[config.mk]
export PLATFORM = sky130hd
export DESIGN_NAME = uart_rx
export DESIGN_NICKNAME = d
export VERILOG_FILES = /design/src/uart_string_pkg.sv /design/src/uart_rx.sv
export SDC_FILE = /design/constraint.sdc
export NUM_CORES = 1
export LEC_CHECK = 0
export BUFFER_PORTS_ARGS = -buffer_cell sky130_fd_sc_hd__buf_2
export CELL_PAD_IN_SITES_DETAIL_PLACEMENT = 1
export CELL_PAD_IN_SITES_GLOBAL_PLACEMENT = 1
export CORE_ASPECT_RATIO = 0.75
export CORE_UTILIZATION = 49
export DETAILED_ROUTE_END_ITERATION = 12
export PLACE_DENSITY = 0.77
export SLEW_MARGIN = 20
export SYNTH_ARGS = -nofsm -noshare
export SYNTH_HDL_FRONTEND = slang
export SYNTH_SLANG_ARGS = --single-unit
[constraint.sdc]
create_clock -name sys_clk -period 6.2 [get_ports sys_clk]
set_clock_uncertainty 0.1 [all_clocks]
set_input_delay 0.93 -clock sys_clk [delete_from_list [all_inputs] [get_ports sys_clk]]
set_output_delay 0.93 -clock sys_clk [all_outputs]
set_load 0.02 [all_outputs]
[src/uart_string_pkg.sv]
// Shared types and constants for the string link.
// Strings are packed with byte 0 in the low bits.
// The frame mark '&' cannot appear twice in a row inside content.
// A content length of MAX_BYTES is the largest a frame may carry.

`default_nettype none

package uart_string_pkg;

	// largest content length, fixed by the frame format
	localparam int MAX_BYTES = 128;

	// one serial character
	typedef logic [7:0] byte_t;

	// content length 0 .. MAX_BYTES
	typedef logic [7:0] len_t;

	// byte k sits in bits 8k+7 : 8k
	typedef logic [MAX_BYTES*8-1:0] string_t;

	// delimiter, sent twice before and twice after the content
	localparam byte_t FRAME_MARK = 8'h26; // '&'

endpackage

`default_nettype wire

[src/uart_rx.sv]
// 8N1 receiver with a two-flop synchronizer on rx.
// Bits are sampled at their middle; CLK_FREQ / BAUD_RATE must be at least 4.
// A byte whose stop bit reads low is dropped, and the receiver then
// waits for the line to go high before hunting for the next start bit.

`timescale 1ns/100ps
`default_nettype none

module uart_rx #(
	parameter int CLK_FREQ  = 50_000_000,
	parameter int BAUD_RATE = 115_200
) (
	input  wire                  sys_clk,
	input  wire                  sys_rst_n,
	input  wire                  rx,
	output uart_string_pkg::byte_t rx_data,
	output logic                 rx_vld
);
	import uart_string_pkg::*;

	localparam int CLKS_PER_BIT = CLK_FREQ / BAUD_RATE;
	localparam int CNT_W        = $clog2(CLKS_PER_BIT);
	localparam logic [CNT_W-1:0] CNT_LAST = CNT_W'(CLKS_PER_BIT - 1);
	localparam logic [CNT_W-1:0] CNT_HALF = CNT_W'(CLKS_PER_BIT / 2 - 1);

	typedef enum logic [2:0] {
		RX_IDLE,
		RX_START,
		RX_DATA,
		RX_STOP,
		RX_WAIT
	} rx_state_t;

	rx_state_t        state;
	logic             rx_meta;
	logic             rx_sync;
	logic             rx_prev;   // for edge detect
	logic             fall;
	logic [CNT_W-1:0] clk_cnt;
	logic [2:0]       bit_cnt;
	byte_t            shreg;     // LSB arrives first, enters at the top
	logic             bit_end;

	assign fall    = rx_prev && !rx_sync;
	assign bit_end = (clk_cnt == CNT_LAST);

	always_ff @(posedge sys_clk or negedge sys_rst_n) begin
		if (!sys_rst_n) begin
			rx_meta <= 1'b1;
			rx_sync <= 1'b1;
			rx_prev <= 1'b1;
		end else begin
			rx_meta <= rx;
			rx_sync <= rx_meta;
			rx_prev <= rx_sync;
		end
	end

	always_ff @(posedge sys_clk or negedge sys_rst_n) begin
		if (!sys_rst_n) begin
			state   <= RX_IDLE;
			clk_cnt <= '0;
			bit_cnt <= '0;
			rx_vld  <= 1'b0;
		end else begin
			rx_vld <= 1'b0;
			case (state)
				RX_IDLE: begin
					clk_cnt <= '0;
					bit_cnt <= '0;
					if (fall)
						state <= RX_START;
				end
				RX_START: begin
					if (clk_cnt == CNT_HALF) begin
						clk_cnt <= '0;
						state   <= rx_sync ? RX_IDLE : RX_DATA; // glitch rejected
					end else begin
						clk_cnt <= clk_cnt + 1'b1;
					end
				end
				RX_DATA: begin
					clk_cnt <= bit_end ? '0 : clk_cnt + 1'b1;
					if (bit_end) begin
						bit_cnt <= bit_cnt + 1'b1;
						if (bit_cnt == 3'd7)
							state <= RX_STOP;
					end
				end
				RX_STOP: begin
					clk_cnt <= bit_end ? '0 : clk_cnt + 1'b1;
					if (bit_end) begin
						rx_vld <= rx_sync;
						state  <= rx_sync ? RX_IDLE : RX_WAIT; // framing error
					end
				end
				RX_WAIT: if (rx_sync)
					state <= RX_IDLE;
				default: state <= RX_IDLE;
			endcase
		end
	end

	always_ff @(posedge sys_clk) begin
		if (state == RX_DATA && bit_end)
			shreg <= {rx_sync, shreg[7:1]};
		if (state == RX_STOP && bit_end && rx_sync)
			rx_data <= shreg; // valid with rx_vld
	end

endmodule

`default_nettype wire

After elaboration in Yosys (flattened, before gate mapping):

Cells that the tools add are included.

* flip-flop bits (word level): 35
* logic and storage cells: 51

* add/sub/neg operators: 2
* equal/unequal tests: 13
* muxes and demuxes: 16
* reductions and logical operators: 11

Operator list (number)
* 9-bit case mux with 3 select lines: 1
* 3-bit two-way mux: 8
* 9-bit two-way mux: 2
* 3-bit case mux with 5 select lines: 1
* 2-bit != test (second input constant): 6
* 9-bit by 1-bit adder with 9-bit output (second input constant): 1
* 9-bit by 8-bit equality test with 1-bit output (second input constant): 1
* 9-bit equality test (second input constant): 1
* 3-bit by 2-bit equality test with 1-bit output (second input constant): 2
* 3-bit equality test (second input constant): 2
* 3-bit case mux with 2 select lines: 1
* 6-bit AND reduction: 1
* 1-bit logical AND: 4
* 3-bit by 1-bit adder with 3-bit output (second input constant): 1
* 3-bit by 1-bit equality test with 1-bit output (second input constant): 1
* 3-bit zero test: 1
* 3-bit nonzero test: 1
* 1-bit two-way mux: 2
* 2-bit two-way mux: 1
* 2-bit AND reduction: 1
* 2-bit nonzero test: 1
* 2-bit OR reduction: 1
* 1-bit zero test: 1

Longest topological paths before layout:

* word-level depth: 4
* mapped depth: 7
* gate-level depth less buffers: 6

Least setup slack after synthesis:

OpenSTA, ideal clock, no wires.

* kind: register -> register
* start point: reg clk_cnt[1]
* end point: reg bit_cnt[1]
* arrival: 2104 ps
* data required time: 5975 ps
* setup slack: 3872 ps
* cell stages (with the launch flop): 7
* path buffers: 0
* clock period less this slack: 2328 ps
* cell sequence: dfrtp_1 -> inv_1 -> ha_1 -> and4b_1 -> nand2_1 -> nor3_1 -> mux2_2

* longest elaborated chain between the ends: 3

Ends and longest elaborated chain
* start, declared: RTL line uart_rx.sv:39 `logic [CNT_W-1:0] clk_cnt;`
* start signal, assigned: RTL line uart_rx.sv:79 `clk_cnt <= clk_cnt + 1'b1;`
* start signal, assigned: RTL line uart_rx.sv:83 `clk_cnt <= bit_end ? '0 : clk_cnt + 1'b1;`
* start signal, assigned: RTL line uart_rx.sv:91 `clk_cnt <= bit_end ? '0 : clk_cnt + 1'b1;`
* 9-bit equality test: RTL line uart_rx.sv:45 `assign bit_end = (clk_cnt == CNT_LAST);`
* 2-bit != test (no source line)
* 2-bit AND reduction (no source line)
* end signal, assigned: RTL line uart_rx.sv:85 `bit_cnt <= bit_cnt + 1'b1;`
* end, declared: RTL line uart_rx.sv:40 `logic [2:0] bit_cnt;`

Every way passes these cells.
A chain may end at the register's enable or synchronous reset.

Worst setup path after layout:

* start point: reg state[2]
* end point: reg state[1]

* longest elaborated chain between the ends: 3

Ends and longest elaborated chain
* start, declared: RTL line uart_rx.sv:34 `rx_state_t state;`
* start signal, assigned: RTL line uart_rx.sv:77 `state <= rx_sync ? RX_IDLE : RX_DATA;`
* start signal, assigned: RTL line uart_rx.sv:94 `state <= rx_sync ? RX_IDLE : RX_WAIT;`
* 3-bit by 2-bit equality test with 1-bit output, or another cell as far along: RTL line uart_rx.sv:67 `case (state)`
* 2-bit != test (no source line)
* 6-bit AND reduction (no source line)

Several ways; a longest one is shown, not always the timed one.

==> results.cfg <==
[floorplanning]
die_area_sq_um = 3290
die_h_um = 49.9
initial_utilization = 0.543
rows = 16
ios = 12
dieWidth_um = 65.9
core_area_sq_um = 2760

[cells_and_area]
layoutNonFillerInstCount = 175
drive_above_1_share = 0.180
fin_nets = 146
layout_common_cells = dfrtp_1 (16), edfxtp_1 (16), nand2_1 (15)
antenna_cells = 0
register_area_sq_um = 960
finish.utilization = 0.603
multi_input_area_sq_um = 504
syn_to_final_growth_pct = 11.1
fill_cells = 295

[clocking]
cts_setup_buffers = 0
insertion_delay_ns = 0.28
cts_buffer_depth = 2
clkTransAtPathRegs_ns = 0.07
cts_tree = yes
cts-buffers-inserted = 5
cts-resized-gates = 0
ctsRootBufferMaster = clkbuf_8
clock_sinks = 35
h-tree-depth = 2
cts_hold_buf = 0

[synthesis]
synth_top_family_by_area = simple AND/OR/NAND/NOR gates
muxShareOfSynthArea = 0.0350
synthAdderAreaFrac = 0.0417
syn_inst = 124
ys.flop_type = edfxtp_1
synthSimpleGateAreaFrac = 0.159
synth_edf_count = 16
synth-xor-area-share = 0
synth-compound-area-share = 0.0967
synthesis.area_sq_um = 1500
synth_cell_types = 32
synth-seq-area-share = 0.640
yosys_warnings = 0
async_flop_share = 0.543
synth_fp_nets = 132
syn_avg_cell_area_sq_um = 12.1
ys_seq_elements = 35

[grt]
grt_first_pass_wirelength_um = 5500
grt_max_degree = 20
grt_pass1_vias = 1094
track_usage = 0.235
grt_overflow = 0
antenna_found_initial = 0

[sta]
slew-limit-headroom = 0.500
fmax_mhz = 423
period_needed_ns = 2.36
holdWs_ns = 0.261
grt_setup_unrepaired = false
drv_slew = 0
finalSetupViolCount = 0
fin_tns_setup_ns = 0
hold_viol_final = 0
fin_crit_sh = 0.381
worstMarginPinSlew_ns = 0.750

[critical_path]
path_class = reg -> reg
crit_path_start_kind = register
endpoint_kind = register
critPathLaunch = state[2]$_DFFE_PN0P_
crit_arrival_ns = 2.43
reg2reg_from = state[2]$_DFFE_PN0P_
cp_max_fo = 15
cp.required_ns = 6.27
reg2reg_depth = 4

[power_and_ir_drop]
ir_drop_uv = 212
cellLeakagePower_nw = 0.660
power.switching_mw = 0.155
clkPwrFrac = 0.293
pwr-share-seq = 0.542
switching_share = 0.298
p_int_mw = 0.366
comb_power_share = 0.165
power_density_nw_per_um2 = 313

[drt]
postRouteAntennaNets = 0
drc = 0
wire_per_inst_um = 18.1
first_pass_iters = 4
vias_per_cell = 5.84
num_vias = 1022
wirelength_um = 3170
drt_iter0_markers = 82

[placed_design]
port_buffers = 11
dp_hpwl_um = 2210
placedCellCount = 167
gp_congestion = 0.792

[run_status]
status = finished clean

[worst_hold_path]
hold_depth = 0
min_path_type = reg -> reg
hp-start = rx_meta$_DFF_PN1_

[flow_run]
max_cap_violations = 0
-- sequential cells by signal, summed over array words and instances (netlist names) --
register,flops
rx_sync,1
shreg,8
rx_data,8
rx_vld,1
clk_cnt,9
state,3
bit_cnt,3
rx_meta,1
rx_prev,1
-- layout make-up --
cell class	count	area share
Clock buffer	8	0.0480
Inverter	4	0.00901
Multi-Input combinational cell	80	0.303
Sequential cell	35	0.576
Tap cell	36	0.0270
Timing Repair Buffer	12	0.0375
-- Yosys cell counts (2+ instances only) --
master	n	area [sq um]
clkbuf_1	4	15.0
nor2b_1	3	18.8
o22ai_1	3	18.8
mux2_2	2	22.5
mux2i_1	3	30.0
o211ai_1	2	15.0
nand3_1	3	15.0
nand2b_1	2	12.5
a21oi_1	2	10.0
nand2_1	15	56.3
o21ai_0	8	40.0
nor2_1	10	37.5
nor4_1	2	12.5
inv_1	4	15.0
edfxtp_1	16	480
ha_1	5	62.6
dfstp_2	3	78.8
nor3_1	8	40.0
dfrtp_1	16	400
-- worst max-delay path, cell delays in order (launching register included) --
cell	delay [ns]
dfrtp_1	0.58
nand2b_1	0.35
a21oi_1	0.63
nor2_1	0.28
a32o_1	0.31
-- final timing paths --
| kind | endpoint | slack [ns] |
|---|---|---|
| setup / recovery | state[1]$_DFFE_PN0P_ | 3.84 |
| hold / removal | rx_sync$_DFF_PN1_ | 0.26 |
| setup reg to reg | state[1]$_DFFE_PN0P_ | 3.84 |
| hold reg to reg | rx_sync$_DFF_PN1_ | 0.26 |
| max in group asynchronous | rx_sync$_DFF_PN1_ | 5.17 |
| min in group asynchronous | clk_cnt[3]$_DFFE_PN0P_ | 0.48 |
-- metal layers --
layer  wire length [um]  track usage  vias to the layer above  share of wire
li1                   -            -                      486              -
met1               1480        0.312                      510           0.47
met2               1540        0.367                       19           0.49
met3                100       0.0718                        7          0.032
met4                 47       0.0725                        0          0.015
met5                  0            0                        -              0
-- cells by family (layout without fill, tap and decap cells) --
kind of cell	count (synthesis)	after routing
fa+ha+maj	5	5
flops	35	35
simple gates	48	48
buf+inv	9	24
compound gates	22	22
mux	5	5
-- power groups by stage --
stage               clock, mW  sequential [mW]  combinational, mW
finish                  0.153            0.282             0.0859
global route            0.166            0.285             0.0967
CTS                     0.157            0.281             0.0861
detailed placement          0            0.286             0.0856
global placement            0            0.283             0.0772
floorplan                   0            0.268             0.0802
-- per-stage QoR --
stage	setup slack [ns]	cell area [sq um]	total power, mW
2_1_floorplan	3.87	1500	0.348
3_3_place_gp	3.96	1580	0.360
3_5_place_dp	3.77	1580	0.371
4_1_cts	3.73	1660	0.524
5_1_grt	3.68	1670	0.548
6_report	3.84	1670	0.521
(Power assumes the default switching activity.)
