## src/uart_string_pkg.sv

```systemverilog
// Shared types and constants for the string link.
// Strings are packed with byte 0 in the low bits.
// The frame mark '&' cannot appear twice in a row inside content.
// A content length of MAX_BYTES is the largest a frame may carry.

`default_nettype none

package uart_string_pkg;

	// largest content length, fixed by the frame format
	localparam int MAX_BYTES = 128;

	// one serial character
	typedef logic [7:0] byte_t;

	// content length 0 .. MAX_BYTES
	typedef logic [7:0] len_t;

	// byte k sits in bits 8k+7 : 8k
	typedef logic [MAX_BYTES*8-1:0] string_t;

	// delimiter, sent twice before and twice after the content
	localparam byte_t FRAME_MARK = 8'h26; // '&'

endpackage

`default_nettype wire

```

## src/string_tx_framer.sv

```systemverilog
// Sends tx_string as "&&" + content + "&&" through uart_tx.
// tx_req is taken only while idle; string and length are captured then.
// A length of zero sends just the four marks. Lengths above MAX_BYTES
// are not checked.

`timescale 1ns/100ps
`default_nettype none

module string_tx_framer (
	input  wire                           sys_clk,
	input  wire                           sys_rst_n,
	input  wire uart_string_pkg::string_t tx_string,
	input  wire uart_string_pkg::len_t    tx_length,
	input  wire                           tx_req,
	output logic                          tx_busy,
	output logic                          tx_done,
	output uart_string_pkg::byte_t        byte_data,
	output logic                          byte_req,
	input  wire                           byte_done
);
	import uart_string_pkg::*;

	localparam logic [6:0] ST_IDLE    = 7'b000_0001,
	                       ST_MARK1   = 7'b000_0010, // sending opening marks
	                       ST_MARK2   = 7'b000_0100,
	                       ST_CONTENT = 7'b000_1000,
	                       ST_MARK3   = 7'b001_0000, // sending closing marks
	                       ST_MARK4   = 7'b010_0000,
	                       ST_FINISH  = 7'b100_0000;

	logic [6:0] state;
	string_t    str_q;
	len_t       len_q;
	len_t       byte_cnt;      // next content byte to send
	byte_t      cur_byte;
	logic       take_req;
	logic       no_content;
	logic       last_byte;
	logic       load_mark;
	logic       load_content;

	assign tx_busy    = (state != ST_IDLE);
	assign tx_done    = (state == ST_FINISH);
	assign take_req   = (state == ST_IDLE) && tx_req;
	assign no_content = (len_q == '0);
	assign last_byte  = (byte_cnt == len_q);
	assign cur_byte   = str_q[{byte_cnt[6:0], 3'b000} +: 8];

	assign load_content = byte_done &&
		((state == ST_MARK2 && !no_content) || (state == ST_CONTENT && !last_byte));

	assign load_mark = take_req || (byte_done &&
		(state == ST_MARK1 || state == ST_MARK3 ||
		 (state == ST_MARK2 && no_content) || (state == ST_CONTENT && last_byte)));

	always_ff @(posedge sys_clk or negedge sys_rst_n) begin
		if (!sys_rst_n) begin
			state    <= ST_IDLE;
			byte_req <= 1'b0;
			byte_cnt <= '0;
			len_q    <= '0;
		end else begin
			byte_req <= load_mark || load_content; // uart_tx is idle by now
			if (take_req) begin
				len_q    <= tx_length;
				byte_cnt <= '0;
			end else if (load_content) begin
				byte_cnt <= byte_cnt + 1'b1;
			end

			case (state)
				ST_IDLE:    if (tx_req) state <= ST_MARK1;
				ST_MARK1:   if (byte_done) state <= ST_MARK2;
				ST_MARK2:   if (byte_done) state <= no_content ? ST_MARK3 : ST_CONTENT;
				ST_CONTENT: if (byte_done && last_byte) state <= ST_MARK3;
				ST_MARK3:   if (byte_done) state <= ST_MARK4;
				ST_MARK4:   if (byte_done) state <= ST_FINISH;
				ST_FINISH:  state <= ST_IDLE;
				default:    state <= ST_IDLE;
			endcase
		end
	end

	always_ff @(posedge sys_clk) begin
		if (take_req)
			str_q <= tx_string;
		if (load_mark)
			byte_data <= FRAME_MARK;
		else if (load_content)
			byte_data <= cur_byte;
	end

endmodule

`default_nettype wire

```

## config.mk

```make
export PLATFORM = sky130hd
export DESIGN_NAME = string_tx_framer
export DESIGN_NICKNAME = d
export VERILOG_FILES = /design/src/uart_string_pkg.sv /design/src/string_tx_framer.sv
export SDC_FILE = /design/constraint.sdc
export NUM_CORES = 1
export LEC_CHECK = 0
export ABC_AREA = 1
export BUFFER_PORTS_ARGS = -buffer_cell sky130_fd_sc_hd__buf_2
export CORE_AREA = 2 2 408 410
export CTS_BUF_LIST = sky130_fd_sc_hd__clkbuf_8
export DETAILED_ROUTE_END_ITERATION = 7
export DIE_AREA = 0 0 410 412
export PLACE_DENSITY_LB_ADDON = 0.3
export SYNTH_ARGS = -nofsm -noshare
export SYNTH_HDL_FRONTEND = slang
export SYNTH_SLANG_ARGS = --single-unit
export TNS_END_PERCENT = 1
```

## constraint.sdc

```tcl
create_clock -name sys_clk -period 16.3 [get_ports sys_clk]
set_input_delay 0.815 -clock sys_clk [delete_from_list [all_inputs] [get_ports sys_clk]]
set_output_delay 0.815 -clock sys_clk [all_outputs]
set_load 0.05 [all_outputs]
```

=== Word level (Yosys, flattened, before mapping) ===
Cells that the tools add are included.

* Bits of input ports: 1036
* Bits in latches: 0
* Output and inout port bits: 11
* Register bits: 1056
* Bits in writable memories: 0
* Memory bits (read-only): 0
* Memories: 0
* Logic and storage cells: 52

* Reductions and logical operators: 19
* Mux-type cells: 10
* Magnitude comparators: 0
* Multipliers: 0
* Divide/modulo/power cells: 0
* Shifts and indexed selects: 1
* Eq/ne operators: 15
* Bitwise gates (word level): 0
* $add $sub $neg: 1

{| class="wikitable"
|+ Operator list
! operator !! number
|-
| $shiftx A1024 B11 Y8 || 1
|-
| $mux W7 || 6
|-
| $pmux W7 S6 || 1
|-
| $mux W8 || 2
|-
| $ne A2 B2 Y1 const B || 5
|-
| $add A8 B1 Y8 const B || 1
|-
| $eq A8 B8 Y1 || 1
|-
| $logic_and A1 B1 Y1 || 8
|-
| $logic_not A8 Y1 || 1
|-
| $eq A7 B1 Y1 const B || 1
|-
| $eq A7 B2 Y1 const B || 1
|-
| $eq A7 B3 Y1 const B || 1
|-
| $eq A7 B4 Y1 const B || 1
|-
| $eq A7 B5 Y1 const B || 1
|-
| $eq A7 B6 Y1 const B || 1
|-
| $eq A7 B7 Y1 const B || 1
|-
| $ne A7 B1 Y1 const B || 1
|-
| $logic_or A1 B1 Y1 || 6
|-
| $reduce_and A6 Y1 || 1
|-
| $mux W5 || 1
|-
| $logic_not A1 Y1 || 2
|-
| $ne A2 B1 Y1 const B || 1
|-
| $reduce_bool A2 Y1 || 1
|}

=== Depth between registers and ports, before layout ===
Gate-level depths: netlist (run 1).

* Word-level depth: 7
* Gate-level depth with buffers: 15
* Depth with buffers taken out: 13

=== Worst setup path after synthesis (run 1) ===
OpenSTA, ideal clock, no wires.

* Path type: register -> register
* From: reg state[0]
* To: reg byte_data[0]
* Required time: 16187 ps
* Buffers on the path: 0
* Cell stages (with the launch flop): 10
* Arrival time: 17746 ps
* Slack: -1559 ps
* Clock period less this slack: 17859 ps
* Setup time: 113 ps
* Cell sequence: dfstp_2 inv_1 nor4_4 inv_1 nor2_4 inv_2 nand2_2 nor2_4 nand2_1 nand2_1

* Elaborated cells on any way between the ends: 17
* Classes of those cells: eq/ne (5); reduce/logical (12)

{| class="wikitable"
|+ RTL lines
! element !! line !! source
|-
| from (decl) || string_tx_framer.sv:31 || <nowiki>logic [6:0] state;</nowiki>
|-
| from (signal assigned) || string_tx_framer.sv:74 || <nowiki>ST_MARK2: if (byte_done) state <= no_content ? ST_MARK3 : ST_CONTENT;</nowiki>
|-
| $eq A7 B1 Y1 || string_tx_framer.sv:44 || <nowiki>assign take_req = (state == ST_IDLE) && tx_req;</nowiki>
|-
| $logic_and A1 B1 Y1 || string_tx_framer.sv:44 ||
|-
| named net take_req || string_tx_framer.sv:36 || <nowiki>logic take_req;</nowiki>
|-
| $logic_or A1 B1 Y1 || string_tx_framer.sv:52 || <nowiki>assign load_mark = take_req || (byte_done &&</nowiki>
|-
| to (signal assigned) || string_tx_framer.sv:90 || <nowiki>byte_data <= cur_byte;</nowiki>
|-
| to (decl) || string_tx_framer.sv:17 || <nowiki>output uart_string_pkg::byte_t byte_data,</nowiki>
|}

The timed path passes the listed nets, and every way through them passes these cells.
A chain may end at the register's enable or synchronous reset.

=== Final worst setup path (run 1) ===
* From: reg byte_cnt[0]
* To: reg byte_data[0]

* Cells in the longest elaborated chain, start to end: 5
* Elaborated cells on any way between the ends: 10
* Classes of those cells: eq/ne (1); shift (1); reduce/logical (8)

{| class="wikitable"
|+ RTL lines
! element !! line !! source
|-
| from (decl) || string_tx_framer.sv:34 || <nowiki>len_t byte_cnt;</nowiki>
|-
| from (signal assigned) || string_tx_framer.sv:68 || <nowiki>byte_cnt <= byte_cnt + 1'b1;</nowiki>
|-
| branches (longest 5 deep; another with $shiftx A1024 B11 Y8) || -- ||
|}

Several ways; the timed one is not identified.

==> results of run 1 <==
[area by class of cell]
| type | instances | area (sq um) |
|---|---|---|
| antenna | 54 | 135.1 |
| clock buffer | 187 | 2574 |
| clock inverter | 144 | 958.4 |
| fill | 15795 | 100400 |
| inverter | 34 | 170.2 |
| multi-input combinational | 2314 | 9877 |
| sequential | 1056 | 31520 |
| tap | 2189 | 2739 |
| timing repair buffer | 2113 | 15880 |
[final timing paths]
| kind | startpoint | end | slack [ns] | cells after the start |
|---|---|---|---|---|
| max | byte_cnt[0] | byte_data[0] | 11.37 | 14 |
| max in group asynchronous | sys_rst_n | byte_cnt[0] | 15.40 | 2 |
| min | tx_string[566] | str_q[566] | 0.15 | 1 |
| max reg2reg | byte_cnt[0] | byte_data[0] | 11.37 | 14 |
| min reg2reg | byte_data[1] | byte_data[1] | 0.50 | 2 |
| min in group asynchronous | sys_rst_n | byte_cnt[6] | 0.43 | 2 |
[state kept, by name (all words and copies together) (netlist names)]
register	count
byte_cnt	8
byte_data	8
byte_req	1
len_q	8
state	7
str_q	1024
[cell usage in the layout, fill, tap and decap left out, drive strengths merged, types with 4 or more instances in the layout]
| master | instances |
|---|---|
| nand3 | 492 |
| nor3 | 14 |
| o21ai | 17 |
| bufinv | 7 |
| edfxtp | 1024 |
| a21oi | 172 |
| xnor2 | 4 |
| nand4 | 8 |
| nand2 | 1512 |
| a21boi | 20 |
| o211ai | 20 |
| clkbuf | 187 |
| dfxtp | 8 |
| diode | 54 |
| dfrtp | 23 |
| inv | 84 |
| clkinvlp | 4 |
| nor2 | 40 |
| xor2 | 8 |
| buf | 1085 |
| dlygate4sd3 | 1028 |
| clkinv | 83 |
[timing repair]
action | CTS | global route
hold buffers | 1028 | 0
setup buffers | 0 | 0
hold endpoints to repair | 1050 | 0
[per-stage QoR]
step / util (%) / setup TNS, ns / hold WS (ns)
2_1_floorplan: - / -624.61 / 0.4830
3_3_place_gp: 30.38 / 0 / 0.4676
3_5_place_dp: 30.38 / 0 / 0.4844
4_1_cts: 38.80 / 0 / 0.02186
5_1_grt: 38.86 / 0 / 0.04577
6_report: 38.88 / 0 / 0.1511
[logic make-up (layout without fill, tap and decap cells)]
family / Yosys count / after routing / synth area share (%)
xor gates and xnor gates: 12 / 12 / 0.2456
buffers and inverters: 242 / 2478 / 3.289
other: 0 / 54 / 0
AOI/OAI and AO/OA: 231 / 231 / 2.942
and+or+nand+nor: 2070 / 2070 / 19.85
DFF: 1056 / 1056 / 73.64
adders and majority gates: 1 / 1 / 0.02924
[power by group]
part           total (uW)  internal (uW)  switching [uW]  leakage (uW)
Combinational        2480            700            1790        0.0141
Clock                2410           1200            1210       0.00195
Sequential           4100           3870             222       0.00992
[critical path: stages, from the launching register on]
cell and delay (ns):
dfrtp_4 0.88, buf_4 0.76, buf_4 0.61, buf_4 0.65, buf_4 0.65, nand2_1 0.10
nand3_1 0.12, nand3_1 0.11, o211ai_1 0.13, nand2_1 0.12, nand2_1 0.08, nand2_1 0.16
nand3_1 0.12, nand3_1 0.11, nand2_1 0.07
[per-layer routing]
layer | wire length [microns] | track usage [%]
met1 | 77590 | 27.06
met2 | 93570 | 37.12
met3 | 13170 | 4.730
met4 | 8288 | 9.686
met5 | 152 | 0
==> flow_metrics.tcl, run 1 <==
set metrics [dict create \
    num_rows 149 \
    power.leakage_uw 0.02600 \
    finalSetupViolCount 0 \
    yosys.area.top_type_share_pct 71.86 \
    layout-drive-gt1-share_pct 23.02 \
    stdcell_area_sq_um 63860 \
    fmax_mhz 202.9 \
    synth-main-ff-cell "edfxtp_1" \
    route.detailed.drc 0 \
    critPathArrivalTime_ns 5.83 \
    slew_headroom_pct 13.38 \
    cts_resized 0 \
    grt.overflow.total 0 \
    ys_seq_area_share_pct 73.64 \
    rsz0062_at_grt "no" \
    min_path_type "in -> reg" \
    root_buffer "clkbuf_8" \
    synth-edff-count 1024 \
    cts_buffer_depth 3 \
    fp.dieH_microns 412 \
    synth_area_sq_um 42790 \
    drtAntennaViolNets 0 \
    grt_start_max_net_pins 220 \
    slew_viol_final 0 \
    worst_slew_pin_slew_ns 1.296 \
    powerDensity_nw_per_um2 140.8 \
    ir_drop_mv 0.1126 \
    start_kind "flip-flop" \
    cts_buffers 186 \
    crit_type "reg -> reg" \
    dp_hpwl_microns 129900 \
    grt_pass1_vias 37764 \
    die_x_microns 410 \
    cts.clk_slew.worst_paths_ns 0.06 \
    preCtsSetupSlack_ns 11.06 \
    antenna_found_initial 58 \
    num_vias 37138 \
    nets 6742 \
    period_share_pct 30.23 \
    outcome "complete, no violations" \
    fin_crit_ns 4.928 \
    placed_area_sq_um 49900 \
    max_cap_viol_count 0 \
    synthesis.nets 4649 \
    drt_pre_antenna_iters 6 \
    total_power_uw 8994 \
    gp_congestion 0.8582 \
    grt_pass1_wl_microns 265300 \
    viasPerCell 4.590 \
    ioPinCount 1047 \
    path_max_fanout 72 \
    hold_violations 0 \
    drt-total-wl_microns 192800 \
    dieArea_sq_um 168900 \
    dp.cells 6678 \
    avgRoutedWirePerCell_microns 23.83 \
    yosys-top-cells-area "edfxtp_1, nand2_1, nand3_1" \
    port_buffers 1046 \
    coreArea_sq_um 164200 \
    yosysWarnings 0 \
    cts_tree "done" \
    cts_num_sinks 1056 \
    synth_cell_type_count 37 \
    start_util_pct 26.05 \
    clock_skew_ns 0.06176 \
    syn_to_final_growth_pct 49.23 \
    synth.ff_latch_count 1056 \
    synth.most_common_cell "nand2_1" \
    endpoint_kind "flip-flop" \
    final_cells 8091 \
    synth-async-reset-ratio_pct 2.273 \
    clk_latency_ns 1.02 \
    syn_inst 3612 \
    htreeDepth 4 \
    setup_ws_ns 11.37 \
    drtIter0Drc 3125 \
    syn_area_per_cell_sq_um 11.85 \
    worstPathRequired_ns 17.20 \
    yosys.area.top_type "edfxtp_1" \
    synth_common_cells "nand2_1, edfxtp_1, nand3_1" \
    gr-usage-all-layers_pct 22.01 \
]
Power figures use the tool's default switching activity.
==> run 2: changes to the inputs <==
--- a/config.mk
+++ b/config.mk
@@ -7,10 +7,10 @@
 export LEC_CHECK = 0
 export ABC_AREA = 1
 export BUFFER_PORTS_ARGS = -buffer_cell sky130_fd_sc_hd__buf_2
-export CORE_AREA = 2 2 408 410
+export CORE_AREA = 2 2 413 415
 export CTS_BUF_LIST = sky130_fd_sc_hd__clkbuf_8
 export DETAILED_ROUTE_END_ITERATION = 7
-export DIE_AREA = 0 0 410 412
+export DIE_AREA = 0 0 415 417
 export PLACE_DENSITY_LB_ADDON = 0.3
 export SYNTH_ARGS = -nofsm -noshare
 export SYNTH_HDL_FRONTEND = slang
==> constraint.sdc (replaced) <==
create_clock -name sys_clk -period 4.6 [get_ports sys_clk]
set_input_delay 0.23 -clock sys_clk [delete_from_list [all_inputs] [get_ports sys_clk]]
set_output_delay 0.23 -clock sys_clk [all_outputs]
set_load 0.05 [all_outputs]
==> run 2 against run 1 <==
Net effect:
- the run now fails in 4_1_cts
- synthesized cell count unchanged
- synthesized area unchanged
==> flow_metrics.tcl, run 2 <==
set metrics [dict create \
    cts_resized 0 \
    yosys.area.top_type_share_pct 71.86 \
    synthesis.nets 4649 \
    gp_congestion 0.8835 \
    synth-async-reset-ratio_pct 2.273 \
    dp_hpwl_microns 131600 \
    start_util_pct 25.39 \
    cts_buffers 187 \
    die_x_microns 415 \
    preCtsSetupSlack_ns 1.419 \
    fp.dieH_microns 417 \
    yosys-top-cells-area "edfxtp_1, nand2_1, nand3_1" \
    num_rows 151 \
    htreeDepth 4 \
    synth.most_common_cell "nand2_1" \
    ctsHoldBuffers 1415 \
    synth_common_cells "nand2_1, edfxtp_1, nand3_1" \
    syn_inst 3612 \
    yosys.area.top_type "edfxtp_1" \
    ys_seq_area_share_pct 73.64 \
    haltStage "4_1_cts" \
    synth-main-ff-cell "edfxtp_1" \
    error "[ERROR RSZ-0060] Max buffer count reached." \
    cts_buffer_depth 3 \
    outcome "did not finish" \
    ioPinCount 1047 \
    root_buffer "clkbuf_8" \
    syn_area_per_cell_sq_um 11.85 \
    yosysWarnings 0 \
    synth_cell_type_count 37 \
    synth-edff-count 1024 \
    synth.ff_latch_count 1056 \
    cts_setup_buffers 0 \
    synth_area_sq_um 42790 \
    port_buffers 1046 \
    cts_num_sinks 1056 \
]
==> run 2: cells by family after synthesis <==
kind of cell               share of synthesized area (%)
xor gates and xnor gates                          0.2456
buffers and inverters                              3.289
and+or+nand+nor                                    19.85
adders and majority gates                        0.02924
AOI/OAI and AO/OA                                  2.942
DFF                                                73.64
==> run 2: metrics by stage <==
| step | hold slack [ns] | util [%] | instances | cell area, sq um |
|---|---|---|---|---|
| 2_1_floorplan | -0.06559 | - | 3612 | 42790 |
| 3_3_place_gp | 0.2953 | 29.90 | 6735 | 50390 |
| 3_5_place_dp | 0.3012 | 29.90 | 6735 | 50390 |
==> run 3: changes to the inputs <==
--- a/config.mk
+++ b/config.mk
@@ -7,11 +7,10 @@
 export LEC_CHECK = 0
 export ABC_AREA = 1
 export BUFFER_PORTS_ARGS = -buffer_cell sky130_fd_sc_hd__buf_2
-export CORE_AREA = 2 2 413 415
-export CTS_BUF_LIST = sky130_fd_sc_hd__clkbuf_8
+export CORE_AREA = 2 2 406 408
 export DETAILED_ROUTE_END_ITERATION = 7
-export DIE_AREA = 0 0 415 417
-export PLACE_DENSITY_LB_ADDON = 0.3
+export DIE_AREA = 0 0 408 410
+export PLACE_DENSITY_LB_ADDON = 0.15
 export SYNTH_ARGS = -nofsm -noshare
 export SYNTH_HDL_FRONTEND = slang
 export SYNTH_SLANG_ARGS = --single-unit
==> run 3 against run 2 <==
Net effect:
- the run now ends clean
==> flow_metrics.tcl, run 3 (synthesis gave the netlist of run 1 again) <==
set metrics [dict create \
    clock_skew_ns 0.03238 \
    slew_headroom_pct 23.09 \
    rrSetupSlack_ns 0.87 \
    ir_drop_mv 0.4145 \
    critPathArrivalTime_ns 4.40 \
    drt-total-wl_microns 196700 \
    largest_register_ff_count 1024 \
    endpoint_kind "flip-flop" \
    cts_buffers 120 \
    num_rows 149 \
    fp.dieH_microns 410 \
    holdWs_ns 0.06972 \
    die_x_microns 408 \
    fmax_mhz 267.8 \
    start_util_pct 26.17 \
    ioPinCount 1047 \
    tns_ns 0 \
    final_common_cell "nand2_1" \
    coreArea_sq_um 163500 \
    worstReg2RegEnd "byte_data[5]" \
    slew_viol_final 0 \
    r2r-start "byte_cnt[0]" \
    crit_type "reg -> reg" \
    power.leakage_uw 0.02618 \
    period_share_pct 81.16 \
    largest_register "str_q" \
    root_buffer "clkbuf_16" \
    antenna_found_initial 72 \
    worstPathRequired_ns 5.26 \
    rsz0062_at_grt "no" \
    total_power_uw 33230 \
    cts_buffer_depth 3 \
    min_path_type "in -> async" \
    fin_crit_ns 3.733 \
    cts_resized 0 \
    dieArea_sq_um 167300 \
    port_buffers 1046 \
    htreeDepth 3 \
    cts.clk_slew.worst_paths_ns 0.06 \
    syn_to_final_growth_pct 51.18 \
    clk_latency_ns 0.79 \
    preCtsSetupSlack_ns 0.7318 \
    final_cell_mix "nand2_1, buf_2, dlygate4sd3_1, edfxtp_1, nand3_1" \
    grt_pass1_wl_microns 268900 \
    drtIter0Drc 3047 \
    setup_ws_ns 0.8666 \
    hold_violations 0 \
    max_cap_viol_count 0 \
    route.detailed.drc 0 \
    start_kind "flip-flop" \
    viasPerCell 4.494 \
    cts_tree "done" \
    powerDensity_nw_per_um2 513.6 \
    layout-drive-gt1-share_pct 22.78 \
    nets 6720 \
    outcome "complete, no violations" \
    stdcell_area_sq_um 64690 \
    dp_hpwl_microns 139400 \
    drt_pre_antenna_iters 5 \
    drtAntennaViolNets 0 \
    grt_pass1_vias 36485 \
    grt.overflow.total 0 \
    gp_congestion 0.8461 \
    cts_num_sinks 1056 \
    placed_area_sq_um 50350 \
    path_max_fanout 180 \
    finalSetupViolCount 0 \
    avgRoutedWirePerCell_microns 24.49 \
    grt_start_max_net_pins 181 \
    reg2reg_depth 12 \
    gr-usage-all-layers_pct 22.77 \
    worst_slew_pin_slew_ns 1.147 \
    num_vias 36095 \
]
==> run 3: how the worst max path moves through the flow <==
stage           startpoint      endpoint  slack [ns]
2_1_floorplan     state[0]  byte_data[0]      -13.26
3_3_place_gp   byte_cnt[1]  byte_data[2]        0.67
3_5_place_dp   byte_cnt[1]  byte_data[2]        0.73
4_1_cts        byte_cnt[1]  byte_data[2]        0.71
5_1_grt        byte_cnt[1]  byte_data[2]        0.69
6_report       byte_cnt[0]  byte_data[5]        0.87
==> run 3: final cells by class <==
class	count	area (sq um)
Antenna cell	56	140.1
Clock inverter	78	732.0
Sequential cell	1056	31520
Inverter	34	172.7
Clock buffer	147	3104
Tap cell	2189	2739
Timing Repair Buffer	2157	16400
Multi-Input combinational cell	2314	9877
Fill cell	16039	98810
==> run 3: through the flow <==
stage	utilization [%]	cells
floorplan	-	3612
CTS	39.48	7975
finish	39.57	8031
global placement	30.80	6715
global route	39.54	8016
detailed placement	30.80	6715
==> run 3: layer usage <==
layer | routed length (microns) | track usage (%) | vias to the layer above
met5 | 142 | 0 | -
met4 | 8517 | 9.891 | 24
met3 | 11590 | 4.609 | 359
met2 | 96050 | 38.52 | 1413
met1 | 80410 | 28.13 | 17497
li1 | - | - | 16802
==> run 3: what timing repair did <==
item | CTS | global route
hold buffers | 1035 | 0
endpoints found under the setup margin | 0 | 0
hold endpoints to repair | 1065 | 0
buffers inserted | 0 | 0
==> run 3: worst max-delay path, cell delays in order (launching register included) <==
cell and delay, ns:
dfrtp_4 0.80, clkinv_16 0.42, buf_4 0.57, nand2_1 0.12, nand2_1 0.07, a21oi_1 0.19, nand3_1 0.27, nand3_1 0.40
nand2_1 0.12, nand2_1 0.08, nand3_1 0.10, nand3_1 0.08, nand2_1 0.05
==> run 3: power by group <==
part	leakage [uW]	switching [uW]	internal [uW]	total (uW)
combinational	0.0144	6530	2700	9230
sequential	0.00992	769	13700	14400
clock	0.00186	4150	5410	9560
total	0.0262	11400	21800	33200
