`src/uart_string_pkg.sv`:
```
// Shared types and constants for the string link.
// Strings are packed with byte 0 in the low bits.
// The frame mark '&' cannot appear twice in a row inside content.
// A content length of MAX_BYTES is the largest a frame may carry.

`default_nettype none

package uart_string_pkg;

	// largest content length, fixed by the frame format
	localparam int MAX_BYTES = 128;

	// one serial character
	typedef logic [7:0] byte_t;

	// content length 0 .. MAX_BYTES
	typedef logic [7:0] len_t;

	// byte k sits in bits 8k+7 : 8k
	typedef logic [MAX_BYTES*8-1:0] string_t;

	// delimiter, sent twice before and twice after the content
	localparam byte_t FRAME_MARK = 8'h26; // '&'

endpackage

`default_nettype wire

```
`src/uart_tx.sv`:
```
// 8N1 transmitter, LSB first, line idles high.
// CLK_FREQ / BAUD_RATE is truncated to whole clocks and must be at least 4.
// byte_req is only honoured while idle; byte_done marks the last stop-bit cycle.

`timescale 1ns/100ps
`default_nettype none

module uart_tx #(
	parameter int CLK_FREQ  = 50_000_000,
	parameter int BAUD_RATE = 115_200
) (
	input  wire                         sys_clk,
	input  wire                         sys_rst_n,
	input  wire uart_string_pkg::byte_t byte_data,
	input  wire                         byte_req,
	output logic                        tx,
	output logic                        byte_done
);
	import uart_string_pkg::*;

	localparam int CLKS_PER_BIT = CLK_FREQ / BAUD_RATE;
	localparam int CNT_W        = $clog2(CLKS_PER_BIT);
	localparam logic [CNT_W-1:0] CNT_LAST = CNT_W'(CLKS_PER_BIT - 1);

	typedef enum logic [1:0] {
		TX_IDLE,
		TX_START,
		TX_DATA,
		TX_STOP
	} tx_state_t;

	tx_state_t        state;
	logic [CNT_W-1:0] clk_cnt;  // clocks within the current bit
	logic [2:0]       bit_cnt;  // data bit index
	byte_t            shreg;    // shifts right, bit 0 goes out next
	logic             bit_end;

	assign bit_end   = (clk_cnt == CNT_LAST);
	assign byte_done = (state == TX_STOP) && bit_end;

	always_ff @(posedge sys_clk or negedge sys_rst_n) begin
		if (!sys_rst_n) begin
			state   <= TX_IDLE;
			clk_cnt <= '0;
			bit_cnt <= '0;
			tx      <= 1'b1;
		end else begin
			if (state == TX_IDLE || bit_end)
				clk_cnt <= '0;
			else
				clk_cnt <= clk_cnt + 1'b1;

			case (state)
				TX_IDLE: begin
					bit_cnt <= '0;
					if (byte_req) begin
						tx    <= 1'b0; // start bit
						state <= TX_START;
					end
				end
				TX_START: if (bit_end) begin
					tx    <= shreg[0];
					state <= TX_DATA;
				end
				TX_DATA: if (bit_end) begin
					if (bit_cnt == 3'd7) begin
						tx    <= 1'b1; // stop bit
						state <= TX_STOP;
					end else begin
						tx      <= shreg[0];
						bit_cnt <= bit_cnt + 1'b1;
					end
				end
				TX_STOP: if (bit_end)
					state <= TX_IDLE;
				default: state <= TX_IDLE;
			endcase
		end
	end

	always_ff @(posedge sys_clk) begin
		if (state == TX_IDLE && byte_req)
			shreg <= byte_data;
		else if (bit_end && (state == TX_START || state == TX_DATA))
			shreg <= shreg >> 1;
	end

endmodule

`default_nettype wire

```
`config.mk`:
```
export PLATFORM = sky130hd
export DESIGN_NAME = uart_tx
export DESIGN_NICKNAME = d
export VERILOG_FILES = /design/src/uart_string_pkg.sv /design/src/uart_tx.sv
export SDC_FILE = /design/constraint.sdc
export NUM_CORES = 1
export LEC_CHECK = 0
export BUFFER_PORTS_ARGS = -buffer_cell sky130_fd_sc_hd__buf_2
export CAP_MARGIN = 20
export CORE_MARGIN = 2
export CORE_UTILIZATION = 45
export CTS_BUF_LIST = sky130_fd_sc_hd__clkbuf_8 sky130_fd_sc_hd__clkbuf_16
export DETAILED_ROUTE_END_ITERATION = 10
export SLEW_MARGIN = 20
export SYNTH_ARGS = -nofsm -noshare
export SYNTH_HDL_FRONTEND = slang
export SYNTH_SLANG_ARGS = --single-unit
```
`constraint.sdc`:
```
create_clock -name sys_clk -period 4.42 [get_ports sys_clk]
set_clock_uncertainty 0.15 [all_clocks]
set_input_delay 1.326 -clock sys_clk [delete_from_list [all_inputs] [get_ports sys_clk]]
set_output_delay 1.326 -clock sys_clk [all_outputs]
set_load 0.05 [all_outputs]
```
# Word-level counts from Yosys, hierarchy flattened
# Cells that the tools add are included.
[op_classes]
addsub = 2
eq_ne = 11
n_reduce_logical = 12
mux = 17
[op_table]
columns = ["operator", "count"]
rows = [
  ["$mux W8", 2],
  ["$ne A2 B2 Y1 const B", 6],
  ["$mux W2", 5],
  ["$add A9 B1 Y9 const B", 1],
  ["$eq A9 B9 Y1 const B", 1],
  ["$mux W9", 1],
  ["$pmux W2 S4", 1],
  ["$mux W3", 2],
  ["$pmux W3 S2", 1],
  ["$reduce_and A5 Y1", 1],
  ["$eq A2 B2 Y1 const B", 2],
  ["$mux W1", 4],
  ["$reduce_and A4 Y1", 1],
  ["$reduce_bool A2 Y1", 2],
  ["$add A3 B1 Y3 const B", 1],
  ["$eq A3 B3 Y1 const B", 1],
  ["$logic_and A1 B1 Y1", 3],
  ["$pmux W1 S3", 1],
  ["$reduce_and A3 Y1", 1],
  ["$reduce_bool A3 Y1", 1],
  ["$eq A2 B1 Y1 const B", 1],
  ["$logic_not A2 Y1", 1],
  ["$logic_or A1 B1 Y1", 2],
]
[totals]
out_inout_bits = 2
input_bits = 11
elab_cells = 47
regBits = 23

# Longest topological paths before layout
# Gate-level depths: netlist (run 1).
[depth]
ltp_word = 5
ltp_mapped = 6
ltp_nobuf = 6

# Worst setup path after synthesis (run 1)
# No wires, ideal clock.
[synth_path]
path_kind = "register to output"
start = "register clk_cnt[1]"
end = "output port byte_done"
t_arrival_ns = 1.461
stages_incl_launch_ff = 6
setup_slack_ns = 1.483
path_buffers = 0
t_required_ns = 2.944
path_cell_list = "dfrtp_1 inv_1 ha_1 nand4b_4 nor4_4 and2_2"
[synth_via]
elab_chain_cells = 2
[synth_rtl]
columns = ["item", "line_no", "rtl"]
rows = [
  ["start: declaration", "uart_tx.sv:33", "logic [CNT_W-1:0] clk_cnt;"],
  ["start signal: assignment", "uart_tx.sv:51", "clk_cnt <= clk_cnt + 1'b1;"],
  ["$eq A9 B9 Y1", "uart_tx.sv:38", "assign bit_end = (clk_cnt == CNT_LAST);"],
  ["$logic_and A1 B1 Y1", "uart_tx.sv:39", "assign byte_done = (state == TX_STOP) && bit_end;"],
  ["end: declaration", "uart_tx.sv:17", "output logic byte_done"],
]
# No other way between the ends.

# Worst setup path after layout (run 1)
# Ends and elaborated chain as after synthesis.

==> results of run 1 <==
==> cells in the final DEF (no fill, tap or decap), drive strengths merged, types with 4 or more instances in the layout <==
| master | count |
|---|---|
| nor3 | 8 |
| buf | 12 |
| edfxtp | 8 |
| nand2 | 10 |
| inv | 7 |
| mux2 | 8 |
| mux2i | 5 |
| a21oi | 4 |
| dfrtp | 14 |
| nand3 | 4 |
| ha | 9 |
==> layout make-up <==
| type | count | area, µm² | share of cell area, % |
|---|---|---|---|
| timing repair buffer | 12 | 60.1 | 4.27 |
| sequential | 23 | 617 | 43.9 |
| multi-input combinational | 76 | 623 | 44.3 |
| clock buffer | 3 | 41.3 | 2.94 |
| tap | 31 | 38.8 | 2.76 |
| clock inverter | 1 | 3.75 | 0.267 |
| inverter | 6 | 22.5 | 1.60 |
==> cells by family after synthesis <==
logic type,Yosys count
AOI/OAI and AO/OA,14
DFF,23
xor gates and xnor gates,3
and+or+nand+nor,37
buffers and inverters,7
adders and majority gates,9
muxes,13
==> report_power, final <==
group,internal [W],switching (W),leakage [nW]
logic,0.00000324,0.00000381,0.303
registers,0.000219,0,0.232
clock network,0.0000620,0.0000685,0.0269
total,0.000284,0.0000723,0.561
==> path summary, 6_finish.rpt <==
| check | endpoint | from | cells after the start |
|---|---|---|---|
| worst min-delay path | bit_cnt[0] | bit_cnt[0] | 1 |
| worst max-delay path | byte_done | clk_cnt[1] | 6 |
| worst max register to register | shreg[5] | state[0] | 4 |
| worst min register to register | bit_cnt[0] | bit_cnt[0] | 1 |
| min in group asynchronous | bit_cnt[0] | sys_rst_n | 1 |
| max in group asynchronous | tx | sys_rst_n | 1 |
==> worst register-to-register path, delay by kind of cell, from the launching register on <==
family / cells / cell delay, ns
buffers and inverters: 1 / 0.13
flip-flops: 1 / 0.41
AND/OR/NAND/NOR: 2 / 0.71
adder cells (fa/ha/maj): 1 / 0.47
==> routing by layer <==
metal	vias up	routed length, µm	part of all wire [%]
li1	412	-	-
met1	401	1060	48
met2	15	1100	49
met3	2	59	2.6
met4	0	16	0.72
met5	-	0	0
==> flip-flops by register name, indices dropped and copies added, names as in the netlist <==
| signal | count |
|---|---|
| state | 2 |
| clk_cnt | 9 |
| tx | 1 |
| bit_cnt | 3 |
| shreg | 8 |
==> stage by stage <==
stage | instance area, µm² | hold WS [ns] | utilization [%] | std cells | setup WS, ns
4_1_cts | 1410 | 0.346 | 51.9 | 152 | 0.926
5_1_grt | 1410 | 0.370 | 51.9 | 152 | 0.793
3_5_place_dp | 1360 | 0.334 | 50.2 | 148 | 1.22
2_1_floorplan | 1270 | 0.305 | - | 106 | 1.48
3_3_place_gp | 1360 | 0.331 | 50.2 | 148 | 1.30
6_report | 1410 | 0.338 | 51.9 | 152 | 0.953
==> qor.csv, run 1 <==
stage;metric;value;unit
clock_network;H-tree Lvls;1;
route;post-route ant nets;0;
route;via count;830;
clock_network;Reg clk slew, reported paths;0.09;ns
global_routing;GR Util met3;2.72;%
finish;share of cells above drive strength 1;24.8;%
floorplan;Site Rows;19;
clock_network;clk_lat worst skew;0.26;ns
global_routing;first-pass GRT wire length;4.24;mm
sta;Tmin final;3.47;ns
global_routing;vias in the first global route;931;
status;status;completed;
synth;syn_area_per_cell;11.9;µm²
global_routing;largest net degree at the start of global routing;16;
setup_path;largest fanout on the critical path;10;
floorplan;I/O pin cnt;13;
place;routability cong.;0.813;
route;# DRC;0;
finish;Synth-to-Final Area Change;11.1;%
clock_network;CTS sink count;23;
setup_path;Reg2Reg Setup Slack;2.22;ns
clock_network;hold-fix buffer count after cts;0;
power;pwr dens;254;nW/µm²
synth;largest family of logic cells by synthesized area;simple AND/OR/NAND/NOR gates;
floorplan;Die H;57.0;µm
sta;fin crit share;78.4;%
global_routing;initial antenna violation count;0;
synth;number of library cell types mapped by synthesis;34;
floorplan;CORE AREA;2710;µm²
synth;EDFF count, synth;8;
clock_network;CTS tree;done;
synth;sequential fraction of the synthesis area;48.7;%
clock_network;Clock Tree Buf Depth;2;
sta;Final Setup Violations;0;
sta;Slew Limit Fails;0;
synth;synth cell count leaders;dfrtp_1, nand2_1, ha_1;
synth;Synth Area in XOR/XNOR;2.08;%
synth;Synthesis Warnings;0;
floorplan;Initial Utilization;46.7;%
worst_hold_path;Hold Crit Class;reg2reg;
place;hpwl dp;1.66;mm
sta;RSZ-0062 raised after global routing;false;
sta;Slew Limit Headroom;62.5;%
floorplan;Die ar.;3250;µm²
synth;fraction of registers with async set/reset;65.2;%
synth;Synth Register Bits;23;
setup_path;CP Launch Type;flip-flop;
power;Final Power;0.000357;W
global_routing;met2 GRT Util;27.1;%
setup_path;crit path kind;reg2out;
setup_path;Crit path max-delay family;simple AND/OR/NAND/NOR gates;
global_routing;GR Util met1;22.4;%
clock_network;post-CTS sizing;0;
route;Via density;5.46;
synth;simple-gate share of the synthesized area;19.4;%
power;P_leak;0.561;nW
synth;area leader, netlist;dfrtp_1;
clock_network;clk root buf;clkbuf_8;
finish;antenna cells;0;
job;max_cap viols;0;
setup_path;buffers and inverters on the worst path;2;
finish;Filler Cell Count;256;
synth;multiplexer share of the synthesized area;11.4;%
sta;setup TNS;0;ns
setup_path;CP Cell Sequence;inv_1, ha_1, nand4b_4, nor4_4, and2_2, buf_2;
route;WL final;2.24;mm
floorplan;Die Width;57.0;µm
synth;count leader, synth;dfrtp_1;
finish;nets@finish;142;
setup_path;CP Capture Type;output port;
sta;Final Hold Vio Count;0;
sta;Worst-Margin Slew;0.558;ns
synth;Synthesized Nets;126;
synth;Synth top area share;27.7;%
route;DRT iter0 DRCs;28;
global_routing;busiest grt layer;met2;
route;WL per Instance;14.7;µm
sta;Peak Freq;288;MHz
synth;Adder-Cell Fraction of Synth Area;8.89;%
place;Port Buffers;12;
setup_path;WP data arrival;1.99;ns
synth;ys flop type;dfrtp_1;
global_routing;global route total overflow;0;
synth;compound-cell area share of the yosys netlist;7.51;%
power;Max IR drop VDD;162;µV
setup_path;CP Data Required Time;2.94;ns
setup_path;Crit path largest cell delay;0.43;ns
synth;top post-synthesis cells by area;dfrtp_1, edfxtp_1, ha_1;
clock_network;CTS buffer count;3;
synth;Synth Cell Area;1270;µm²
clock_network;Post-CTS Setup Repair Bufs;0;
global_routing;global-route usage over all layers;16.7;%
setup_path;critical path's slowest cell;nor4_4;
route;drt first pass iters;6;
synth;Post-Synthesis Cells;106;
Power figures use the tool's default switching activity.
==> run 2: changes to the inputs <==
clock period = 3.5 ns   (was 4.42 ns; I/O delays follow)
==> qor.csv, run 2 (same netlist as run 1, synthesis figures left out) <==
stage;metric;value;unit;change
place;routability cong.;0.770;;-5.4%
sta;setup TNS;0;ns;unchanged
setup_path;WP data arrival;1.81;ns;-0.18 ns
global_routing;largest net degree at the start of global routing;16;;unchanged
job;max_cap viols;0;;unchanged
route;DR WL met2;1.04;mm;-5.4%
route;via count;840;;+1.2%
global_routing;first-pass GRT wire length;3.79;mm;-11%
finish;share of cells above drive strength 1;25.4;%;+0.62 points
worst_hold_path;Hold Crit Class;reg2reg;;
sta;Tmin final;3.01;ns;
finish;commonest non-fill, non-tap cell in the layout;dfrtp_1;;
sta;Slew Limit Fails;0;;unchanged
floorplan;I/O pin cnt;13;;unchanged
clock_network;post-CTS sizing;0;;unchanged
setup_path;CP Launch Type;flip-flop;;
sta;Slew Limit Headroom;68.5;%;+6.0 points
place;hpwl dp;1.64;mm;-1.2%
clock_network;Reg clk slew, reported paths;0.08;ns;about the same
route;WL per Instance;14.2;µm;-3.5%
clock_network;Post-CTS Setup Repair Bufs;0;;unchanged
finish;Synth-to-Final Area Change;11.7;%;
global_routing;global-route usage over all layers;15.3;%;-1.5 points
power;pwr dens;319;nW/µm²;+26%
floorplan;Die Width;57.0;µm;unchanged
global_routing;vias in the first global route;863;;-7.3%
setup_path;CP Capture Type;output port;;
finish;Most flops, register;clk_cnt;;
clock_network;clk_lat worst skew;0.26;ns;about the same
setup_path;Crit. Startpoint;clk_cnt[1];;
route;Met3 Wirelength;63;µm;+6.8%
finish;most frequent cells in the layout;dfrtp_1, buf_2, nand2_1;;
route;met1 wire length;1.03;mm;-2.9%
status;status;completed;;
sta;Final Setup Violations;0;;unchanged
clock_network;Clock Tree Buf Depth;2;;unchanged
floorplan;CORE AREA;2710;µm²;unchanged
global_routing;initial antenna violation count;0;;unchanged
setup_path;worst r2r src;state[0];;
sta;RSZ-0062 raised after global routing;false;;
route;# DRC;0;;unchanged
floorplan;Die ar.;3250;µm²;unchanged
sta;fin crit share;85.9;%;
finish;antenna cells;0;;unchanged
route;Via density;5.49;;+0.54%
finish;nets@finish;143;;+0.70%
floorplan;Die H;57.0;µm;unchanged
route;WL final;2.17;mm;-2.8%
floorplan;Site Rows;19;;unchanged
sta;Worst-Margin Slew;0.473;ns;-0.0852 ns
clock_network;clk root buf;clkbuf_8;;
worst_hold_path;Worst Hold Launch;tx;;
clock_network;CTS tree;done;;
sta;Peak Freq;333;MHz;
route;post-route ant nets;0;;unchanged
floorplan;Initial Utilization;46.7;%;unchanged
place;Port Buffers;12;;unchanged
route;highest routed metal layer;met4;;
power;Max IR drop VDD;215;µV;+33%
global_routing;global route total overflow;0;;unchanged
sta;Final Hold Vio Count;0;;unchanged
setup_path;largest fanout on the critical path;10;;unchanged
clock_network;hold-fix buffer count after cts;0;;unchanged
clock_network;H-tree Lvls;1;;unchanged
clock_network;CTS buffer count;3;;unchanged
power;P_leak;0.567;nW;+0.97%
power;Final Power;0.000450;W;+26%
clock_network;CTS sink count;23;;unchanged
finish;max reg flops;9;;unchanged
route;DRT iter0 DRCs;15;;-46%
setup_path;CP Data Required Time;2.30;ns;-0.64 ns
finish;biggest regs;clk_cnt x9, shreg x8, bit_cnt x3;;
route;drt first pass iters;4;;-2
setup_path;crit path kind;reg2out;;
[run 2: final cells by class]
cell class                      instances  area (µm²)
Tap cell                               31        38.8
Sequential cell                        23         617
Clock buffer                            3        41.3
Clock inverter                          1        3.75
Timing Repair Buffer                   13        67.6
Fill cell                             245        1300
Inverter                                6        22.5
Multi-Input combinational cell         76         623
[run 2: through the flow]
stage,cells,hold WS [ns],area [µm²],setup slack [ns],util [%]
floorplan,106,0.305,1270,0.839,-
global placement,149,0.331,1370,0.822,50.5
detailed placement,149,0.334,1370,0.765,50.5
CTS,153,0.344,1410,0.469,52.2
global route,153,0.364,1410,0.374,52.2
finish,153,0.343,1410,0.494,52.2
[run 2: worst paths after layout]
kind	end	slack [ns]	cells after the start
max	byte_done	0.49	7
min	tx	0.34	2
max reg2reg	shreg[6]	1.28	4
min reg2reg	tx	0.34	2
max in group asynchronous	tx	2.38	1
min in group asynchronous	bit_cnt[1]	0.53	1
[run 2: per-layer routing]
| metal | track usage (%) | vias up |
|---|---|---|
| met4 | 6.98 | 0 |
| met5 | 0 | - |
| met3 | 2.95 | 5 |
| met2 | 25.8 | 14 |
| li1 | - | 417 |
| met1 | 18.9 | 404 |
[run 2: where the power goes]
part	switching [W]	internal (W)	leakage [nW]
logic	0.00000462	0.00000409	0.308
registers	0	0.000277	0.232
clock network	0.0000865	0.0000784	0.0269
total	0.0000912	0.000359	0.567
[run 2: worst max-delay path, stage by stage (launching register included)]
cell and delay [ns]:
dfrtp_1 0.41, inv_1 0.07, ha_1 0.21, nand4b_4 0.12, nor4_4 0.13, buf_4 0.20
and2_2 0.15, buf_2 0.25
==> run 3: changes to the inputs <==
PLACE_DENSITY = 0.66   (was unset)
clock period = 2.59 ns   (was 3.5 ns; I/O delays follow)
==> qor.csv, run 3 (same netlist as run 1, synthesis figures left out) <==
stage;metric;value;unit;change
setup_path;Reg2Reg Setup Slack;0.60;ns;-0.68 ns
finish;antenna cells;0;;unchanged
place;Port Buffers;12;;unchanged
power;P_leak;0.570;nW;+0.52%
setup_path;cells on worst reg2reg path;7;;+3
setup_path;CP Launch Type;flip-flop;;
setup_path;worst r2r dst;shreg[6];;
route;WL final;2.38;mm;+9.8%
clock_network;Clock Tree Buf Depth;2;;unchanged
clock_network;clk_lat worst skew;0.27;ns;about the same
floorplan;Die H;57.0;µm;unchanged
setup_path;Crit. Startpoint;clk_cnt[1];;
finish;Most flops, register;clk_cnt;;
finish;nets@finish;144;;+0.70%
finish;share of cells above drive strength 1;27.6;%;+2.2 points
route;post-route ant nets;0;;unchanged
route;WL per Instance;15.5;µm;+9.0%
sta;Tmin final;2.51;ns;
floorplan;Initial Utilization;46.7;%;unchanged
setup_path;CP Data Required Time;1.66;ns;-0.64 ns
finish;Synth-to-Final Area Change;12.7;%;
clock_network;CTS tree;done;;
setup_path;Crit path max-delay family;simple AND/OR/NAND/NOR gates;;
global_routing;global-route usage over all layers;16.4;%;+1.2 points
clock_network;Post-CTS Setup Repair Bufs;0;;unchanged
finish;register area;617;µm²;unchanged
setup_path;WP data arrival;1.59;ns;-0.22 ns
job;max_cap viols;0;;unchanged
clock_network;CTS sink count;23;;unchanged
route;Via density;5.71;;+4.1%
clock_network;CTS buffer count;3;;unchanged
setup_path;crit path kind;reg2out;;
clock_network;H-tree Lvls;1;;unchanged
place;dpl ws;0.281;ns;-0.484 ns
global_routing;initial antenna violation count;0;;unchanged
global_routing;largest net degree at the start of global routing;16;;unchanged
clock_network;hold-fix buffer count after cts;0;;unchanged
clock_network;Reg clk slew, reported paths;0.09;ns;about the same
sta;Slew Limit Fails;0;;unchanged
floorplan;Die ar.;3250;µm²;unchanged
route;drt first pass iters;4;;unchanged
floorplan;I/O pin cnt;13;;unchanged
setup_path;CP Cell Sequence;inv_1, ha_2, nand4b_4, nor4_4, and2_2, buf_4;;
setup_path;Crit path largest cell delay;0.41;ns;about the same
status;status;completed;;
sta;Peak Freq;398;MHz;
finish;biggest regs;clk_cnt x9, shreg x8, bit_cnt x3;;
finish;most frequent cells in the layout;dfrtp_1, buf_2, nand2_1;;
setup_path;worst r2r src;clk_cnt[1];;
floorplan;Die Width;57.0;µm;unchanged
global_routing;first-pass GRT wire length;4.10;mm;+8.2%
setup_path;CP Capture Type;output port;;
finish;max reg flops;9;;unchanged
power;Max IR drop VDD;343;µV;+60%
clock_network;clk root buf;clkbuf_8;;
setup_path;critical path's slowest cell;dfrtp_1;;
sta;Slew Limit Headroom;69.3;%;+0.80 points
sta;Final Setup Violations;0;;unchanged
place;hpwl dp;1.76;mm;+7.4%
setup_path;CP Depth;6;;-1
setup_path;largest fanout on the critical path;4;;-6
finish;Filler Cell Count;246;;+0.41%
global_routing;global route total overflow;0;;unchanged
place;routability cong.;0.750;;-2.6%
route;via count;880;;+4.8%
route;DRT iter0 DRCs;32;;+17
finish;Multi-input gate area;626;µm²;+0.40%
finish;commonest non-fill, non-tap cell in the layout;dfrtp_1;;
setup_path;crit path capture;byte_done;;
route;# DRC;0;;unchanged
floorplan;CORE AREA;2710;µm²;unchanged
sta;setup TNS;0;ns;unchanged
global_routing;vias in the first global route;885;;+2.5%
sta;RSZ-0062 raised after global routing;false;;
worst_hold_path;Hold Crit Class;in2async;;
sta;Worst-Margin Slew;0.458;ns;-0.0155 ns
power;pwr dens;432;nW/µm²;+36%
sta;fin crit share;97.0;%;
floorplan;Site Rows;19;;unchanged
sta;min setup slack post-route;0.0768;ns;-0.418 ns
sta;Final Hold Vio Count;0;;unchanged
setup_path;buffers and inverters on the worst path;2;;-1
==> run 3: changes by cell type in the layout (fill, tap and decap cells not counted) <==
cell and change:
buf_2 -1, clkinv_2 +1, ha_1 -1, inv_1 -1, buf_4 +2, ha_2 +1
==> run 3: metal layers <==
layer  share of wire [%]  global-route usage (%)  up-vias
li1                    -                       -      421
met1                  47                    22.0      440
met2                  48                    25.9       14
met3                 2.9                    3.40        5
met4                 1.8                    6.98        0
met5                   0                       0        -
==> run 3: worst min path at each step <==
stage | start | to | cells after the start
floorplan | bit_cnt[0] | bit_cnt[0] | 1
global placement | bit_cnt[0] | bit_cnt[0] | 1
detailed placement | bit_cnt[0] | bit_cnt[0] | 1
CTS | sys_rst_n | clk_cnt[5] | 1
global route | sys_rst_n | clk_cnt[6] | 1
finish | sys_rst_n | state[0] | 1
==> run 3: timing repair <==
| item | 4_1_cts | 5_1_grt |
|---|---|---|
| gates resized for setup | 1 | 1 |
| gates cloned | 0 | 0 |
| endpoints found under the setup margin | 1 | 1 |
==> run 3: power by group <==
part / internal, W / total [W] / switching [W]
registers: 0.000374 / 0.000374 / 0
clock network: 0.000108 / 0.000231 / 0.000123
logic: 0.00000554 / 0.0000122 / 0.00000669
==> run 3: layout make-up <==
class,instances,area share [%]
well taps,31,2.72
multi-input cells,76,43.8
repair buffers,14,5.43
inverters,6,1.58
clock inverters,1,0.351
flip-flops and latches,23,43.2
clock buffers,3,2.89
==> run 3: stage by stage <==
stage / cells / hold slack (ns) / power, W / instance area [µm²] / utilization [%]
finish: 154 / 0.255 / 0.000617 / 1430 / 52.7
global route: 154 / 0.267 / 0.000640 / 1430 / 52.7
CTS: 154 / 0.261 / 0.000622 / 1430 / 52.6
detailed placement: 150 / 0.343 / 0.000394 / 1380 / 50.8
global placement: 150 / 0.329 / 0.000394 / 1380 / 50.8
floorplan: 106 / 0.305 / 0.000382 / 1270 / -
